### config.mk
export PLATFORM = sky130hd
export DESIGN_NAME = cv_console_bus
export DESIGN_NICKNAME = d
export VERILOG_FILES = /design/src/logic/cv_bus_pkg.sv /design/src/logic/cv_addr_decode.sv /design/src/logic/cv_cpu_timing.sv /design/src/logic/cv_ctrl_port.sv /design/src/logic/cv_read_mux.sv /design/src/logic/cv_console_bus.sv
export SDC_FILE = /design/constraint.sdc
export NUM_CORES = 1
export LEC_CHECK = 0
export ABC_AREA = 1
export BUFFER_PORTS_ARGS = -buffer_cell sky130_fd_sc_hd__buf_4
export CORE_MARGIN = 8
export CORE_UTILIZATION = 34
export CTS_CLUSTER_DIAMETER = 200
export DETAILED_ROUTE_END_ITERATION = 8
export PLACE_DENSITY = 0.91
export SYNTH_ARGS = -nofsm -noshare
export SYNTH_HDL_FRONTEND = slang
export SYNTH_HIERARCHICAL = 1
export SYNTH_SLANG_ARGS = --single-unit
### constraint.sdc
create_clock -name clk_i -period 1.35 [get_ports clk_i]
set_clock_uncertainty 0.1 [all_clocks]
set_input_delay 0.27 -clock clk_i [delete_from_list [all_inputs] [get_ports clk_i]]
set_output_delay 0.27 -clock clk_i [all_outputs]
set_load 0.01 [all_outputs]
### src/logic/cv_bus_pkg.sv
/*
 * Console bus glue package
 * Bus widths, controller mode encoding and the memory/I/O map codes
 */

package cv_bus_pkg;

  // ------------------------------------------------------------
  // Bus and memory widths
  // ------------------------------------------------------------

  // Z80 address and data
  typedef logic [15:0] addr_t;
  typedef logic [7:0]  data_t;

  // 8 KiB BIOS ROM
  typedef logic [12:0] bios_addr_t;

  // 1 KiB RAM, mirrored across its 8 KiB window
  typedef logic [9:0]  ram_addr_t;

  // 32 KiB cartridge space
  typedef logic [14:0] cart_addr_t;

  // One controller pin, bit 0 player 1, bit 1 player 2
  typedef logic [1:0]  ctrl_pins_t;

  // Controller latch state, selects keypad or joystick strobe
  typedef enum logic {
    CTRL_MODE_KEY = 1'b0,
    CTRL_MODE_JOY = 1'b1
  } ctrl_mode_e;

  // ------------------------------------------------------------
  // Constants
  // ------------------------------------------------------------

  // Idle bus reads back as all ones
  localparam data_t DATA_INACTIVE = 8'hFF;

  // 10.7 MHz enables per CPU enable (3.58 MHz)
  localparam int CLK_DIV_CPU = 3;
  localparam int CLK_DIV_W   = $clog2(CLK_DIV_CPU);

  // I/O groups on A7..A5
  localparam logic [2:0] IO_GRP_KEY = 3'b100;
  localparam logic [2:0] IO_GRP_VDP = 3'b101;
  localparam logic [2:0] IO_GRP_JOY = 3'b110;
  localparam logic [2:0] IO_GRP_PSG = 3'b111;

  // Memory regions on A15..A13
  localparam logic [2:0] MEM_REG_BIOS = 3'b000;
  localparam logic [2:0] MEM_REG_RAM  = 3'b011;

endpackage

### src/logic/cv_addr_decode.sv
/*
 * Address decoder
 * Splits CPU cycles into memory and I/O and drives active-low
 * chip enables and strobes for every device on the bus
 */

`timescale 1ns/1ns

module cv_addr_decode
  import cv_bus_pkg::*;
(
  input  addr_t a_i,
  input  logic  mreq_n_i,
  input  logic  iorq_n_i,
  input  logic  rd_n_i,
  input  logic  wr_n_i,
  input  logic  m1_n_i,
  input  logic  rfsh_n_i,
  output logic  bios_ce_n_o,
  output logic  ram_ce_n_o,
  output logic  cart_en_80_n_o,
  output logic  cart_en_a0_n_o,
  output logic  cart_en_c0_n_o,
  output logic  cart_en_e0_n_o,
  output logic  vdp_r_n_o,
  output logic  vdp_w_n_o,
  output logic  psg_we_n_o,
  output logic  ctrl_r_n_o,
  output logic  key_wr_n_o,
  output logic  joy_wr_n_o
);

  // Refresh cycles also pull mreq, keep them off the memories
  logic       mem_cyc_s;
  // Interrupt acknowledge has iorq and m1 low together
  logic       io_cyc_s;
  logic [2:0] mem_reg_s;
  logic [2:0] io_grp_s;
  logic [5:0] mem_en_n_s;

  assign mem_cyc_s = ~mreq_n_i & rfsh_n_i;
  assign io_cyc_s  = ~iorq_n_i & m1_n_i;
  assign mem_reg_s = a_i[15:13];
  assign io_grp_s  = a_i[7:5];

  always_comb
  begin
    bios_ce_n_o    = 1'b1;
    ram_ce_n_o     = 1'b1;
    cart_en_80_n_o = 1'b1;
    cart_en_a0_n_o = 1'b1;
    cart_en_c0_n_o = 1'b1;
    cart_en_e0_n_o = 1'b1;
    vdp_r_n_o      = 1'b1;
    vdp_w_n_o      = 1'b1;
    psg_we_n_o     = 1'b1;
    ctrl_r_n_o     = 1'b1;
    key_wr_n_o     = 1'b1;
    joy_wr_n_o     = 1'b1;

    // ------------------------------------------------------------
    // Memory map, 8 KiB regions
    // ------------------------------------------------------------
    if (mem_cyc_s)
    begin
      if (mem_reg_s == MEM_REG_BIOS)
        bios_ce_n_o = 1'b0;
      if (mem_reg_s == MEM_REG_RAM)
        ram_ce_n_o = 1'b0;
      // Upper 32 KiB is cartridge, one enable per 8 KiB
      if (a_i[15])
      begin
        case (a_i[14:13])
          2'b00:   cart_en_80_n_o = 1'b0;
          2'b01:   cart_en_a0_n_o = 1'b0;
          2'b10:   cart_en_c0_n_o = 1'b0;
          default: cart_en_e0_n_o = 1'b0;
        endcase
      end
    end

    // ------------------------------------------------------------
    // I/O map, only A7..A5 decoded
    // ------------------------------------------------------------
    if (io_cyc_s)
    begin
      case (io_grp_s)
        IO_GRP_KEY: key_wr_n_o = wr_n_i;
        IO_GRP_JOY: joy_wr_n_o = wr_n_i;
        IO_GRP_VDP:
        begin
          vdp_r_n_o = rd_n_i;
          vdp_w_n_o = wr_n_i;
        end
        IO_GRP_PSG:
        begin
          // PSG is write only, reads here hit the controllers
          psg_we_n_o = wr_n_i;
          ctrl_r_n_o = rd_n_i;
        end
        default: ;
      endcase
    end
  end

  assign mem_en_n_s = {bios_ce_n_o, ram_ce_n_o, cart_en_80_n_o,
                       cart_en_a0_n_o, cart_en_c0_n_o, cart_en_e0_n_o};

  // Overlapping regions would fight on the read mux
  a_mem_onehot: assert property (@(mem_en_n_s) $onehot0(~mem_en_n_s))
    else $error("more than one memory enable active");

endmodule

### src/logic/cv_cpu_timing.sv
/*
 * CPU timing
 * Divides the 10.7 MHz enable down to the CPU enable and inserts
 * one wait state per M1 cycle, merged with the PSG ready level
 */

`timescale 1ns/1ns

module cv_cpu_timing
  import cv_bus_pkg::*;
(
  input  logic clk_i,
  input  logic reset_n_i,
  input  logic clk_en_10m7_i,
  input  logic m1_n_i,
  input  logic psg_ready_i,
  output logic clk_en_cpu_o,
  output logic wait_n_o
);

  logic                 reset_n_s;
  logic [CLK_DIV_W-1:0] div_cnt_q;
  logic                 div_last_s;
  logic                 m1_wait_q;
  logic                 m1_wait_clr_n_s;

  assign reset_n_s = reset_n_i;

  // ------------------------------------------------------------
  // Clock enable divider
  // ------------------------------------------------------------

  // Counts 10.7 MHz pulses, wraps on the last one
  assign div_last_s = (div_cnt_q == CLK_DIV_W'(CLK_DIV_CPU - 1));

  always_ff @(posedge clk_i or negedge reset_n_s)
  begin
    if (!reset_n_s)
      div_cnt_q <= '0;
    else if (clk_en_10m7_i)
    begin
      if (div_last_s)
        div_cnt_q <= '0;
      else
        div_cnt_q <= div_cnt_q + 1'b1;
    end
  end

  // Every third pulse, first one is the third after reset
  assign clk_en_cpu_o = clk_en_10m7_i & div_last_s;

  // ------------------------------------------------------------
  // M1 wait flop
  // ------------------------------------------------------------

  // Held clear outside M1 and in reset
  assign m1_wait_clr_n_s = reset_n_s & ~m1_n_i;

  always_ff @(posedge clk_i or negedge m1_wait_clr_n_s)
  begin
    if (!m1_wait_clr_n_s)
      m1_wait_q <= 1'b0;
    else if (clk_en_cpu_o)
      m1_wait_q <= ~m1_wait_q;
  end

  // PSG holds the CPU while it latches a write
  assign wait_n_o = psg_ready_i & ~m1_wait_q;

  // Back-to-back enables would run the CPU at the full 10.7 MHz
  a_cpu_en_gap: assert property (@(posedge clk_i) disable iff (!reset_n_s)
    clk_en_cpu_o |=> !clk_en_cpu_o)
    else $error("CPU enable high on consecutive cycles");

endmodule

### src/logic/cv_ctrl_port.sv
/*
 * Controller port
 * Keypad/joystick mode latch, select pin drive and the controller
 * read byte for the player chosen by A1
 */

`timescale 1ns/1ns

module cv_ctrl_port
  import cv_bus_pkg::*;
(
  input  logic       clk_i,
  input  logic       reset_n_i,
  input  logic       clk_en_cpu_i,
  input  logic       key_wr_n_i,
  input  logic       joy_wr_n_i,
  input  logic       a1_i,
  input  ctrl_pins_t ctrl_p1_i,
  input  ctrl_pins_t ctrl_p2_i,
  input  ctrl_pins_t ctrl_p3_i,
  input  ctrl_pins_t ctrl_p4_i,
  input  ctrl_pins_t ctrl_p6_i,
  output ctrl_pins_t ctrl_p5_o,
  output ctrl_pins_t ctrl_p8_o,
  output data_t      d_o
);

  logic       reset_n_s;
  ctrl_mode_e mode_q;

  assign reset_n_s = reset_n_i;

  // ------------------------------------------------------------
  // Mode latch
  // ------------------------------------------------------------

  // Any write to the group sets the mode, data is ignored
  always_ff @(posedge clk_i or negedge reset_n_s)
  begin
    if (!reset_n_s)
      mode_q <= CTRL_MODE_KEY;
    else if (clk_en_cpu_i)
    begin
      if (!key_wr_n_i)
        mode_q <= CTRL_MODE_KEY;
      else if (!joy_wr_n_i)
        mode_q <= CTRL_MODE_JOY;
    end
  end

  // Common line of the selected matrix pulled low on both pads
  assign ctrl_p5_o = (mode_q == CTRL_MODE_KEY) ? 2'b00 : 2'b11;
  assign ctrl_p8_o = (mode_q == CTRL_MODE_JOY) ? 2'b00 : 2'b11;

  // ------------------------------------------------------------
  // Read byte
  // ------------------------------------------------------------

  // A1 low is player 1 (bit 0), high is player 2
  // Fire on bit 6, unused bits read high
  assign d_o = {1'b1,
                ctrl_p6_i[a1_i],
                2'b11,
                ctrl_p4_i[a1_i],
                ctrl_p3_i[a1_i],
                ctrl_p2_i[a1_i],
                ctrl_p1_i[a1_i]};

  // Decoder keeps the two write groups apart
  a_wr_excl: assert property (@(posedge clk_i) disable iff (!reset_n_s)
    !(!key_wr_n_i && !joy_wr_n_i))
    else $error("keypad and joystick strobes low together");

endmodule

### src/logic/cv_read_mux.sv
/*
 * Read data multiplexer
 * Masks each source with its enable and ANDs the result onto the
 * CPU data bus
 */

`timescale 1ns/1ns

module cv_read_mux
  import cv_bus_pkg::*;
(
  input  logic  bios_ce_n_i,
  input  logic  ram_ce_n_i,
  input  logic  cart_ce_n_i,
  input  logic  vdp_r_n_i,
  input  logic  ctrl_r_n_i,
  input  data_t bios_d_i,
  input  data_t ram_d_i,
  input  data_t cart_d_i,
  input  data_t vdp_d_i,
  input  data_t ctrl_d_i,
  output data_t d_o
);

  data_t bios_m_s;
  data_t ram_m_s;
  data_t cart_m_s;
  data_t vdp_m_s;
  data_t ctrl_m_s;

  // Disabled sources float high like the open bus
  always_comb
  begin
    bios_m_s = DATA_INACTIVE;
    ram_m_s  = DATA_INACTIVE;
    cart_m_s = DATA_INACTIVE;
    vdp_m_s  = DATA_INACTIVE;
    ctrl_m_s = DATA_INACTIVE;

    if (!bios_ce_n_i)
      bios_m_s = bios_d_i;
    if (!ram_ce_n_i)
      ram_m_s = ram_d_i;
    if (!cart_ce_n_i)
      cart_m_s = cart_d_i;
    if (!vdp_r_n_i)
      vdp_m_s = vdp_d_i;
    if (!ctrl_r_n_i)
      ctrl_m_s = ctrl_d_i;
  end

  // Wired-AND of all sources
  assign d_o = bios_m_s & ram_m_s & cart_m_s & vdp_m_s & ctrl_m_s;

endmodule

### src/logic/cv_console_bus.sv
/*
 * Console bus glue, top level
 * Connects address decoder, CPU timing, controller port and read
 * mux between the Z80 bus and the external chips
 */

`timescale 1ns/1ns

module cv_console_bus
  import cv_bus_pkg::*;
(
  input  logic       clk_i,
  input  logic       reset_n_i,
  input  logic       clk_en_10m7_i,
  // CPU bus
  input  addr_t      a_i,
  input  data_t      d_i,
  input  logic       mreq_n_i,
  input  logic       iorq_n_i,
  input  logic       rd_n_i,
  input  logic       wr_n_i,
  input  logic       m1_n_i,
  input  logic       rfsh_n_i,
  input  logic       psg_ready_i,
  // Read data from the devices
  input  data_t      bios_rom_d_i,
  input  data_t      ram_d_i,
  input  data_t      cart_d_i,
  input  data_t      vdp_d_i,
  // Controllers
  input  ctrl_pins_t ctrl_p1_i,
  input  ctrl_pins_t ctrl_p2_i,
  input  ctrl_pins_t ctrl_p3_i,
  input  ctrl_pins_t ctrl_p4_i,
  input  ctrl_pins_t ctrl_p6_i,
  // BIOS ROM and RAM
  output bios_addr_t bios_rom_a_o,
  output logic       bios_rom_ce_n_o,
  output ram_addr_t  ram_a_o,
  output logic       ram_ce_n_o,
  output logic       ram_we_n_o,
  output logic       ram_rd_n_o,
  output data_t      ram_d_o,
  // Cartridge
  output cart_addr_t cart_a_o,
  output logic       cart_en_80_n_o,
  output logic       cart_en_a0_n_o,
  output logic       cart_en_c0_n_o,
  output logic       cart_en_e0_n_o,
  output logic       cart_rd_o,
  // VDP, PSG, controller selects
  output logic       vdp_csr_n_o,
  output logic       vdp_csw_n_o,
  output logic       vdp_mode_o,
  output logic       psg_we_n_o,
  output ctrl_pins_t ctrl_p5_o,
  output ctrl_pins_t ctrl_p8_o,
  // CPU side
  output logic       clk_en_cpu_o,
  output logic       wait_n_o,
  output data_t      d_o
);

  logic  reset_n_s;
  logic  cart_ce_n_s;
  logic  ctrl_r_n_s;
  logic  key_wr_n_s;
  logic  joy_wr_n_s;
  data_t ctrl_d_s;

  assign reset_n_s = reset_n_i;

  // ------------------------------------------------------------
  // Decode
  // ------------------------------------------------------------
  cv_addr_decode i_cv_addr_decode (
    .a_i(a_i),                       .mreq_n_i(mreq_n_i),
    .iorq_n_i(iorq_n_i),             .rd_n_i(rd_n_i),
    .wr_n_i(wr_n_i),                 .m1_n_i(m1_n_i),
    .rfsh_n_i(rfsh_n_i),             .bios_ce_n_o(bios_rom_ce_n_o),
    .ram_ce_n_o(ram_ce_n_o),         .cart_en_80_n_o(cart_en_80_n_o),
    .cart_en_a0_n_o(cart_en_a0_n_o), .cart_en_c0_n_o(cart_en_c0_n_o),
    .cart_en_e0_n_o(cart_en_e0_n_o), .vdp_r_n_o(vdp_csr_n_o),
    .vdp_w_n_o(vdp_csw_n_o),         .psg_we_n_o(psg_we_n_o),
    .ctrl_r_n_o(ctrl_r_n_s),         .key_wr_n_o(key_wr_n_s),
    .joy_wr_n_o(joy_wr_n_s)
  );

  // ------------------------------------------------------------
  // Execute
  // ------------------------------------------------------------
  cv_cpu_timing i_cv_cpu_timing (
    .clk_i(clk_i),                   .reset_n_i(reset_n_s),
    .clk_en_10m7_i(clk_en_10m7_i),   .m1_n_i(m1_n_i),
    .psg_ready_i(psg_ready_i),       .clk_en_cpu_o(clk_en_cpu_o),
    .wait_n_o(wait_n_o)
  );

  cv_ctrl_port i_cv_ctrl_port (
    .clk_i(clk_i),                   .reset_n_i(reset_n_s),
    .clk_en_cpu_i(clk_en_cpu_o),     .key_wr_n_i(key_wr_n_s),
    .joy_wr_n_i(joy_wr_n_s),         .a1_i(a_i[1]),
    .ctrl_p1_i(ctrl_p1_i),           .ctrl_p2_i(ctrl_p2_i),
    .ctrl_p3_i(ctrl_p3_i),           .ctrl_p4_i(ctrl_p4_i),
    .ctrl_p6_i(ctrl_p6_i),           .ctrl_p5_o(ctrl_p5_o),
    .ctrl_p8_o(ctrl_p8_o),           .d_o(ctrl_d_s)
  );

  // ------------------------------------------------------------
  // Result
  // ------------------------------------------------------------

  // Any cart region selects the slot
  assign cart_ce_n_s = cart_en_80_n_o & cart_en_a0_n_o & cart_en_c0_n_o & cart_en_e0_n_o;
  assign cart_rd_o   = ~cart_ce_n_s;

  cv_read_mux i_cv_read_mux (
    .bios_ce_n_i(bios_rom_ce_n_o),   .ram_ce_n_i(ram_ce_n_o),
    .cart_ce_n_i(cart_ce_n_s),       .vdp_r_n_i(vdp_csr_n_o),
    .ctrl_r_n_i(ctrl_r_n_s),         .bios_d_i(bios_rom_d_i),
    .ram_d_i(ram_d_i),               .cart_d_i(cart_d_i),
    .vdp_d_i(vdp_d_i),               .ctrl_d_i(ctrl_d_s),
    .d_o(d_o)
  );

  // Address slices, RAM mirrors every 1 KiB
  assign bios_rom_a_o = a_i[12:0];
  assign ram_a_o      = a_i[9:0];
  assign cart_a_o     = a_i[14:0];
  // A0 picks VDP data or control port
  assign vdp_mode_o   = a_i[0];

  assign ram_d_o    = d_i;
  assign ram_we_n_o = wr_n_i;
  assign ram_rd_n_o = rd_n_i;

endmodule

# --- Word-level counts from Yosys, hierarchy flattened ---
# Cells that the tools add are included.
word_totals:
  out_inout_bits: 73
  regBits: 4
  wordCells: 83
classes:
  addsub: 1
  n_reduce_logical: 4
  n_bitwise: 17
  n_lt_le_gt_ge: 1
  muxes: 48
  eq_ne: 9
op_table:
  columns: ["cell", "n"]
  rows:
  - ["$mux 1", 40]
  - ["$and 8x8->8", 4]
  - ["$mux 8", 4]
  - ["$eq 3x3->1 const B", 4]
  - ["$and 1x1->1", 8]
  - ["$mux 7", 1]
  - ["$mux 2", 3]
  - ["$not 1->1", 5]
  - ["$eq 2x2->1 const B", 2]
  - ["$eq 3x2->1 const B", 1]
  - ["$logic_not 3->1", 1]
  - ["$reduce_or 3->1", 1]
  - ["$add 2x1->2 const B", 1]
  - ["$eq 2x1->1 const B", 1]
  - ["$logic_not 2->1", 1]
  - ["$lt 1x2->1 const B", 1]
  - ["$ne 2x2->1 const B", 1]
  - ["$reduce_and 2->1", 1]

# --- Depth between registers and ports, before layout ---
# Gate-level depths: netlist of run 1.
depth:
  ltp_word: 11
  depth_mapped: 10
  depth_no_buf: 10

# --- Cells and area by module ---
# Netlist of run 1, hierarchy kept.
modules_own_cells:
  columns: ["mod", "n_inst", "area_each_um2", "cells_each", "seq_area_each_um2"]
  rows:
  - ["cv_console_bus", 1, 390.4, 55, 0.0]
  - ["cv_read_mux", 1, 365.4, 92, 0.0]
  - ["cv_ctrl_port", 1, 175.2, 30, 25.0]
  - ["cv_addr_decode", 1, 167.7, 36, 0.0]
  - ["cv_cpu_timing", 1, 147.6, 20, 75.1]

# --- Worst setup path after synthesis of run 1 ---
# OpenSTA, ideal clock, no wires.
synth_path:
  kind: "in2out"
  startpoint: "in mreq_n_i"
  endpoint: "out d_o[5]"
  arrival_time_ns: 1.089
  path_stages: 10
  n_path_buf: 0
  setup_slack_ns: -0.109
  cell_sequence: "inv_1 -> nand2_2 -> nor2_4 -> nand2_1 -> nand2_1 -> nor2_1 -> inv_1 -> nand2_1 -> nand3_1 -> nor2_1"
synth_via:
  elab_chain_cells: 10
  word_cells_on_any_way: 18
  classes_between: "mux: 9; bitwise: 9"
synth_lines:
  columns: ["item", "line", "text"]
  rows:
  - ["from (decl)", "cv_console_bus.sv:18", "input logic mreq_n_i,"]
  - ["$not 1->1", "cv_addr_decode.sv:41", "assign mem_cyc_s = ~mreq_n_i & rfsh_n_i;"]
  - ["$and 1x1->1", "cv_addr_decode.sv:41", null]
  - ["$mux 1", "cv_addr_decode.sv:64", "if (mem_cyc_s)"]
  - ["net cart_en_80_n_o", "cv_console_bus.sv:46", "output logic cart_en_80_n_o,"]
  - ["$and 1x1->1 (3 in a row)", "cv_console_bus.sv:114", "assign cart_ce_n_s = cart_en_80_n_o & cart_en_a0_n_o & cart_en_c0_n_o & cart_en_e0_n_o;"]
  - ["net cart_ce_n_s", "cv_console_bus.sv:65", "logic cart_ce_n_s;"]
  - ["$mux 8", "cv_read_mux.sv:44", "if (!cart_ce_n_i)"]
  - ["$and 8x8->8 (3 in a row)", "cv_read_mux.sv:53", "assign d_o = bios_m_s & ram_m_s & cart_m_s & vdp_m_s & ctrl_m_s;"]
  - ["to (decl)", "cv_console_bus.sv:61", "output data_t d_o"]
# The timed path passes the listed nets, and every way through them passes these cells.

# --- Final worst setup path of run 1 ---
layout_path:
  startpoint: "in mreq_n_i"
  endpoint: "out d_o[0]"
layout_via:
  elab_chain_cells: 10
  word_cells_on_any_way: 18
  classes_between: "mux: 9; bitwise: 9"
layout_lines:
  columns: ["item", "line"]
  rows:
  - ["$not 1->1 (*)", "cv_addr_decode.sv:41"]
  - ["$and 1x1->1 (*)", "cv_addr_decode.sv:41"]
  - ["$mux 1", "cv_addr_decode.sv:64"]
  - ["$and 1x1->1 (2 in a row)", "cv_console_bus.sv:114"]
  - ["$and 1x1->1 (*)", "cv_console_bus.sv:114"]
  - ["net cart_ce_n_s", "cv_console_bus.sv:65"]
  - ["$mux 8 (*)", "cv_read_mux.sv:44"]
  - ["$and 8x8->8 (*) (3 in a row)", "cv_read_mux.sv:53"]
# Mark *: on every way through the listed nets, which the timed path passes. The rest lies on a longest branch.

==> impl_metrics.csv, run 1 <==
group,metric,value,unit
timing,hold_viol,0,
cells_and_area,antenna_cells,0,
drt,drtIter0Drc,37,
power,power_leakage,1.24,nW
drt,post-route-drc-count,0,
timing,slew_violations,0,
cts,cts.sinks,4,
timing,setup_viol,10,
grt,antenna_found_initial,0,
placement,io_buffers,98,
setup_path,worst_setup_path_end_kind,"output pin",
cts,htree_levels,1,
job,cap_violations,0,
die,die_area,0.00586,mm²
power,powerDensity,530,mW/mm²
grt,grt_max_degree,14,
cts,cts_buffers,3,
min_path,hold_start,"clk_en_10m7_i",
outcome,violations,"negative setup slack",
die,ios,149,
cells_and_area,drive_above_1_share,56.5,%
setup_path,startpoint_type,"input pin",
setup_path,rr_startpoint,"i_cv_cpu_timing/div_cnt_q[1]",
yosys,ys_seq_elements,4,
min_path,whs_path_depth,2,
die,die_width,76.5,µm
yosys,synth_common_cells,"57 x inv_1, 56 x nand2_1, 55 x buf_4",
die,initial_core_util,34.6,%
placement,dpl.hpwl,3570,µm
grt,grt_usage,13.8,%
timing,finalCritPeriodShare,121,%
cells_and_area,fin_area,0.00198,mm²
setup_path,arrival,1.27,ns
setup_path,worstReg2RegEnd,"i_cv_ctrl_port/mode_q",
yosys,synth_seq_area_share,8.03,%
yosys,synth_area,0.00125,mm²
timing,rsz0062_at_grt,"true",
drt,via_count,1414,
yosys,avgSynthCellArea,5.35,µm²
grt,grt_pass1_wl,6780,µm
cts,ctsLongestPathBuffers,2,
yosys,synth.distinct_cells,16,
yosys,synth-async-reset-ratio,100,%
cts,cts_tree,"done",
yosys,synthFlopType,"dfrtp_1",
drt,via_per_inst,4.07,
placement,gp_congestion,0.768,
setup_path,critPathKind,"in2out",
min_path,hp-class,"in2reg",
placement,pre_cts_ws,-0.377,ns
setup_path,required,0.98,ns
die,core,0.00361,mm²
min_path,hold_end,"i_cv_cpu_timing/div_cnt_q[0]",
cts,clk_latency,0.22,ns
yosys,ys_warn_count,6,
drt,firstDrtPassIters,4,
grt,use_met2,27.0,%
grt,grtUsageMet3,3.89,%
yosys,synth_edf_count,0,
drt,wl,4400,µm
timing,max_freq,610,MHz
grt,grt_overflow,0,
yosys,synthesis.instances,233,
cells_and_area,fin_util,54.9,%
yosys,synth_top_area_cell,"buf_4",
timing,worst_slack,-0.290,ns
setup_path,r2r_cells,6,
cts,cts-root-buf,"clkbuf_8",
setup_path,rrSetupSlack,0.26,ns
cts,path_clk_slew,0.03,ns
placement,placed_area,0.00175,mm²
setup_path,worstPathMaxFanout,8,
cells_and_area,nets,377,
yosys,synthMostInstantiatedCell,"inv_1",
drt,wire_per_inst,12.7,µm
die,die_y,76.5,µm
yosys,synth.area.top_cells,"buf_4 33%, inv_1 17%, nand2_1 17%",
cells_and_area,area_delta_synth_final,58.9,%
timing,period_needed,1.64,ns
outcome,status,"finished with violations",
grt,top_usage_layer,"met2",
die,num_rows,22,
yosys,synth.top_cell.area_share,33.1,%
power,vdd_drop_max,0.741,mV
grt,grt_pass1_vias,1482,
drt,ant_nets,0,
grt,gr-usage-met1,12.1,%
==> registers in the layout, summed over array words and instances (netlist names) <==
register,count
i_cv_ctrl_port/mode_q,1
i_cv_cpu_timing/div_cnt_q,2
i_cv_cpu_timing/m1_wait_q,1
==> per-stage QoR <==
step | total power [mW] | hold slack [ns] | setup TNS (ns) | cells
6_report | 1.05 | 0.177 | -2.64 | 347
5_1_grt | 1.12 | 0.180 | -3.28 | 347
4_1_cts | 1.01 | 0.174 | -2.47 | 344
3_5_place_dp | 0.726 | -0.0342 | -2.97 | 335
3_3_place_gp | 0.709 | -0.0338 | -2.74 | 335
2_1_floorplan | 0.570 | -0.126 | -0.289 | 235
==> worst max path at each step <==
stage	startpoint	end	slack [ns]	cells after the start
2_1_floorplan	mreq_n_i	d_o[0]	-0.04	10
3_3_place_gp	mreq_n_i	d_o[3]	-0.36	12
3_5_place_dp	iorq_n_i	d_o[3]	-0.38	10
4_1_cts	mreq_n_i	d_o[1]	-0.30	12
5_1_grt	mreq_n_i	d_o[0]	-0.36	12
6_report	mreq_n_i	d_o[0]	-0.29	12
==> final cells by class <==
class / instances / area, µm²
Tap cell: 48 / 60.1
Multi-Input combinational cell: 115 / 617
Clock buffer: 3 / 41.3
Inverter: 60 / 245
Timing Repair Buffer: 117 / 917
Sequential cell: 4 / 100
Fill cell: 376 / 1630
==> report_power, final <==
group | total, mW | switching (mW) | internal, mW
logic | 0.591 | 0.267 | 0.324
registers | 0.205 | 0.0422 | 0.163
clock network | 0.253 | 0.0626 | 0.190
==> critical path, stage by stage <==
cell	delay (ns)
buf_8	0.11
inv_12	0.04
nand2_4	0.04
nor2_4	0.16
nand2_2	0.09
nand2_2	0.10
nor2_2	0.05
inv_4	0.11
nand2_1	0.08
nand3_2	0.06
nor2_2	0.04
buf_6	0.12
==> metal layers <==
metal	part of all wire (%)	wire, µm
met5	0	0
met4	3.2	140
met3	6.9	303
met2	57	2500
met1	33	1450
==> layout by cell type, fill, tap and decap left out, drive strengths merged <==
master       count
clkbuf           3
nand2           60
nand3           13
o21ai           15
nor2            23
dlygate4sd3      2
buf            115
a21oi            1
conb             3
inv             60
dfrtp            4
==> kinds of logic (layout without fill, tap and decap cells) <==
| logic type | Yosys count | count (layout) | synth area share (%) |
|---|---|---|---|
| AND/OR/NAND/NOR | 96 | 96 | 32.8 |
| AO/OA/AOI/OAI | 16 | 16 | 6.73 |
| other | 1 | 3 | 0.301 |
| flip-flops | 4 | 4 | 8.03 |
| buffers and inverters | 116 | 180 | 52.1 |
==> repair_timing <==
action | in CTS | in global routing
hold buffers | 2 | 0
gates resized for setup | 27 | 14
pin swaps | 21 | 5
buffers inserted | 4 | 3
setup endpoints to repair | 11 | 12
endpoints found under the hold margin | 4 | 0
Power figures use the tool's default switching activity.
==> inputs of run 2 (changes only) <==
- RECOVER_POWER: default -> 25
==> impl_metrics.csv, run 2 (synthesized netlist as in run 1, its figures left out) <==
group,metric,value,unit
outcome,status,"finished with violations",
outcome,violations,"negative setup slack",
placement,dp.cells,335,
drt,ant_nets,0,
cts,ctsLongestPathBuffers,2,
power,p_sw_share,35.6,%
timing,max_freq,610,MHz
setup_path,rrSetupSlack,0.25,ns
cells_and_area,reg.largest.list,"i_cv_cpu_timing/div_cnt_q (2), i_cv_cpu_timing/m1_wait_q (1), i_cv_ctrl_port/mode_q (1)",
drt,via_per_inst,4.12,
setup_path,worstPathMaxFanout,8,
cts,clk_latency,0.22,ns
grt,grt_pass1_vias,1482,
grt,grt_overflow,0,
placement,io_buffers,98,
die,core,0.00361,mm²
die,die_width,76.5,µm
die,ios,149,
min_path,hp-class,"in2reg",
placement,dpl.hpwl,3570,µm
min_path,whs_path_depth,2,
placement,gp_congestion,0.768,
cells_and_area,antenna_cells,0,
setup_path,startpoint_type,"input pin",
setup_path,worst_setup_path_end_kind,"output pin",
drt,post-route-drc-count,0,
cells_and_area,nets,377,
power,intPower,675,µW
drt,drtIter0Drc,29,
timing,rsz0062_at_grt,"true",
die,num_rows,22,
power,combinationalPowerShare,56.4,%
power,p_clk_share,24.1,%
setup_path,arrival,1.27,ns
min_path,hold_end,"i_cv_cpu_timing/div_cnt_q[0]",
power,seq_power_share,19.5,%
power,vdd_drop_max,0.741,mV
timing,worst_slack,-0.290,ns
drt,wl,4410,µm
setup_path,critPathKind,"in2out",
setup_path,rr_startpoint,"i_cv_cpu_timing/div_cnt_q[1]",
cts,cts_tree,"done",
drt,firstDrtPassIters,4,
timing,finalCritPeriodShare,122,%
cells_and_area,largest_register_ffs,2,
grt,grt_pass1_wl,6780,µm
cts,cts.sinks,4,
cts,cts_buffers,3,
min_path,hold_start,"clk_en_10m7_i",
cells_and_area,finalNonFillerCells,347,
grt,grt_usage,13.8,%
job,cap_violations,0,
timing,setup_tns,-2.64,ns
cts,cts-root-buf,"clkbuf_8",
die,die_y,76.5,µm
die,initial_core_util,34.6,%
timing,slew_violations,0,
power,p_sw,373,µW
grt,antenna_found_initial,0,
drt,wire_per_inst,12.7,µm
cells_and_area,drive_above_1_share,56.2,%
setup_path,required,0.98,ns
setup_path,r2r_cells,6,
cells_and_area,area_delta_synth_final,58.6,%
drt,via_count,1429,
cells_and_area,top_register,"i_cv_cpu_timing/div_cnt_q",
power,power,1.05,mW
timing,period_needed,1.64,ns
power,power_leakage,1.24,nW
grt,grt_max_degree,14,
cells_and_area,register_area,100,µm²
die,die_area,0.00586,mm²
timing,hold_viol,0,
power,powerDensity,530,mW/mm²
cells_and_area,n_fill_cell,378,
cts,path_clk_slew,0.03,ns
cells_and_area,mostFrequentLayoutCells,"106 x buf_4, 52 x inv_1, 42 x nand2_1",
cells_and_area,multi_input_area,617,µm²
cells_and_area,final_common_cell,"buf_4",
cts,htree_levels,1,
setup_path,worstReg2RegEnd,"i_cv_ctrl_port/mode_q",
timing,setup_viol,10,
==> run 2: worst max path at each step <==
stage / from / to / slack [ns] / cells after the start
6_report: mreq_n_i / d_o[0] / -0.29 / 12
5_1_grt: mreq_n_i / d_o[0] / -0.36 / 12
4_1_cts: mreq_n_i / d_o[1] / -0.30 / 12
3_5_place_dp: iorq_n_i / d_o[3] / -0.38 / 10
3_3_place_gp: mreq_n_i / d_o[3] / -0.36 / 12
2_1_floorplan: mreq_n_i / d_o[0] / -0.04 / 10
==> run 2: layout make-up <==
type | count | area share [%]
clock buffer | 3 | 2.09
sequential | 4 | 5.06
inverter | 60 | 12.4
tap | 48 | 3.04
multi-input combinational | 115 | 31.2
timing repair buffer | 117 | 46.2
==> run 2: routing by layer <==
metal,GRT usage [%],part of all wire (%)
met1,12.1,33
met2,27.0,56
met3,3.89,7.0
met4,8.08,3.8
met5,0,0
==> run 2: timing repair <==
| item | in CTS | in global routing |
|---|---|---|
| resized for setup | 27 | 14 |
| pin swaps | 21 | 5 |
| endpoints found under the setup margin | 11 | 12 |
| hold endpoints to repair | 4 | 0 |
| buffers inserted | 4 | 3 |
| hold buffers | 2 | 0 |
==> run 2: critical path, stage by stage <==
cell	delay (ns)
buf_8	0.11
inv_12	0.04
nand2_4	0.04
nor2_4	0.16
nand2_2	0.09
nand2_2	0.10
nor2_2	0.05
inv_4	0.11
nand2_1	0.08
nand3_2	0.06
nor2_2	0.04
buf_6	0.12
==> run 2: power by group through the flow <==
stage,Sequential [mW],Combinational (mW),Clock [mW]
2_1_floorplan,0.190,0.380,0
3_3_place_gp,0.198,0.511,0
3_5_place_dp,0.200,0.526,0
4_1_cts,0.199,0.554,0.259
5_1_grt,0.208,0.644,0.266
6_report,0.205,0.591,0.253
==> run 2: per-stage QoR <==
stage / setup slack (ns) / utilization, % / cell area (µm²) / hold slack (ns)
CTS: -0.296 / 52.9 / 1910 / 0.174
global placement: -0.356 / 48.5 / 1750 / -0.0338
global route: -0.358 / 54.8 / 1980 / 0.180
finish: -0.290 / 54.8 / 1980 / 0.177
floorplan: -0.0385 / - / 1300 / -0.126
detailed placement: -0.377 / 48.5 / 1750 / -0.0342
==> inputs of run 3 (changes only) <==
- CORE_UTILIZATION: 34 -> 33
- PLACE_DENSITY: 0.91 -> 0.9
- SYNTH_HIERARCHICAL: 1 -> default
==> impl_metrics.csv, run 3 <==
group,metric,value,unit
die,core,0.00358,mm²
yosys,synth_edf_count,0,
timing,setup_tns,-0.666,ns
yosys,synth.top_cell.area_share,32.7,%
timing,max_freq,687,MHz
placement,dpl.hpwl,3470,µm
yosys,synth_seq_area_share,8.39,%
cts,clk_latency,0.23,ns
yosys,synth_top_family_by_area,"buffers and inverters",
yosys,synth.distinct_cells,20,
timing,rsz0062_at_grt,"true",
timing,slew_violations,0,
drt,ant_nets,0,
cells_and_area,drive_above_1_share,57.1,%
die,die_width,76.1,µm
die,ios,149,
timing,maxSlewHeadroom,87.4,%
min_path,hold_end,"i_cv_cpu_timing.div_cnt_q[0]",
setup_path,worstPathMaxFanout,5,
cells_and_area,largest_register_ffs,2,
grt,grt_overflow,0,
yosys,synth-xor-area-share,0.734,%
job,cap_violations,0,
cells_and_area,final_common_cell,"buf_4",
timing,finalCritPeriodShare,108,%
yosys,ys_seq_elements,4,
setup_path,cp-startpoint,"iorq_n_i",
yosys,synth.area.top_cells,"buf_4 33%, nand2_1 14%, inv_1 10%",
grt,grt_max_degree,11,
grt,grt_pass1_wl,6550,µm
cells_and_area,area_delta_synth_final,64.2,%
yosys,yosys.area_share.adder,0,%
cells_and_area,reg.largest.list,"i_cv_cpu_timing.div_cnt_q (2), i_cv_cpu_timing.m1_wait_q (1), i_cv_ctrl_port.mode_q (1)",
grt,antenna_found_initial,0,
setup_path,rr_startpoint,"i_cv_cpu_timing.div_cnt_q[1]",
die,num_rows,22,
yosys,synthesis.instances,211,
timing,period_needed,1.46,ns
cts,cts-root-buf,"clkbuf_4",
outcome,status,"finished with violations",
yosys,synth_compound_area_share,3.35,%
drt,post-route-drc-count,0,
power,power_leakage,1.13,nW
timing,tightest_slew,0.187,ns
drt,via_count,1398,
yosys,avgSynthCellArea,5.66,µm²
cts,cts_buffers,3,
drt,wl_met2,2220,µm
grt,grt_usage,13.4,%
yosys,synth_common_cells,"52 x buf_4, 43 x nand2_1, 33 x inv_1",
cts,cts.sinks,4,
cts,cts_tree,"done",
drt,top_layer,"met4",
yosys,synthMostInstantiatedCell,"buf_4",
yosys,muxShareOfSynthArea,0,%
die,initial_core_util,33.4,%
outcome,violations,"negative setup slack",
cts,path_clk_slew,0.04,ns
yosys,synthFlopType,"dfrtp_1",
yosys,synth-async-reset-ratio,100,%
placement,gp_congestion,0.849,
drt,wl,4260,µm
cts,ctsLongestPathBuffers,2,
min_path,hold_start,"clk_en_10m7_i",
drt,firstDrtPassIters,4,
die,die_y,76.1,µm
cells_and_area,nets,360,
cells_and_area,finalNonFillerCells,330,
timing,worst_slack,-0.106,ns
timing,setup_viol,10,
yosys,yosys.area_share.simple,38.9,%
setup_path,r2r_cells,6,
setup_path,startpoint_type,"input pin",
setup_path,critPathKind,"in2out",
cells_and_area,antenna_cells,0,
drt,drtIter0Drc,15,
power,powerDensity,495,mW/mm²
power,vdd_drop_max,0.235,mV
setup_path,worstReg2RegEnd,"i_cv_ctrl_port.mode_q",
drt,drt-met1-wl,1510,µm
yosys,ys_warn_count,0,
yosys,synth_top_area_cell,"buf_4",
placement,io_buffers,98,
setup_path,arrival,1.09,ns
yosys,synth_area,0.00119,mm²
min_path,hp-class,"in2reg",
setup_path,rrSetupSlack,0.24,ns
power,power,969,µW
cts,htree_levels,1,
yosys,syn_nets,287,
setup_path,required,0.98,ns
drt,wire_per_inst,12.9,µm
placement,dp.cells,321,
drt,via_per_inst,4.24,
drt,wl_met3,417,µm
placement,pre_cts_ws,-0.193,ns
cells_and_area,top_register,"i_cv_cpu_timing.div_cnt_q",
timing,hold_viol,0,
cells_and_area,mostFrequentLayoutCells,"108 x buf_4, 37 x nand2_1, 30 x inv_1",
grt,grt_pass1_vias,1455,
setup_path,worst_setup_path_end_kind,"output pin",
die,die_area,0.00580,mm²
min_path,whs_path_depth,2,
## run 3: routing by layer
layer  vias to the layer above  track usage, %
li1                        726               -
met4                         0            7.69
met2                        71            24.1
met5                         -               0
met1                       579            12.9
met3                        22            4.72
## run 3: stage by stage
step           hold WS [ns]  area, µm²  util, %
2_1_floorplan        -0.126       1190        -
3_3_place_gp        -0.0369       1720     48.1
3_5_place_dp        -0.0350       1720     48.1
4_1_cts               0.142       1890     52.8
5_1_grt               0.161       1960     54.8
6_report              0.159       1960     54.8
## run 3: worst max-delay path, cell delays in order
cell     delay (ns)
buf_6          0.10
inv_4          0.05
nand2_4        0.05
nor2_4         0.13
buf_4          0.16
nand3_1        0.07
nand3_1        0.08
nor2_1         0.04
buf_4          0.13
## run 3: cells by family after synthesis
kind of cell    Yosys count
buf+inv                 100
simple gates             98
compound gates            8
flops                     4
xor+xnor                  1
## run 3: worst max-delay path by stage
stage	endpoint	slack [ns]	cells past startpoint
3_5_place_dp	d_o[4]	-0.19	7
5_1_grt	d_o[4]	-0.15	9
3_3_place_gp	d_o[4]	-0.17	8
4_1_cts	d_o[3]	-0.11	7
6_report	d_o[6]	-0.11	9
2_1_floorplan	d_o[4]	0.07	5
## run 3: power by group
part           total (mW)  switching (mW)  internal (mW)
sequential          0.218          0.0472          0.171
clock               0.145          0.0455         0.0992
combinational       0.607           0.275          0.331
total               0.969           0.368          0.601
## run 3: repair_timing
| action | CTS | global route |
|---|---|---|
| hold endpoints to repair | 4 | 0 |
| gates cloned | 1 | 1 |
| buffers inserted | 0 | 3 |
| hold buffers | 2 | 0 |
| resized for setup | 33 | 14 |
| setup endpoints to repair | 17 | 15 |
| pin swaps | 9 | 7 |
## run 3: area by class of cell
cell class,instances,area [µm²]
fill,351,1620
timing repair buffer,122,962
multi-input combinational,108,638
inverter,45,176
sequential,4,100
tap,48,60.1
clock buffer,3,22.5
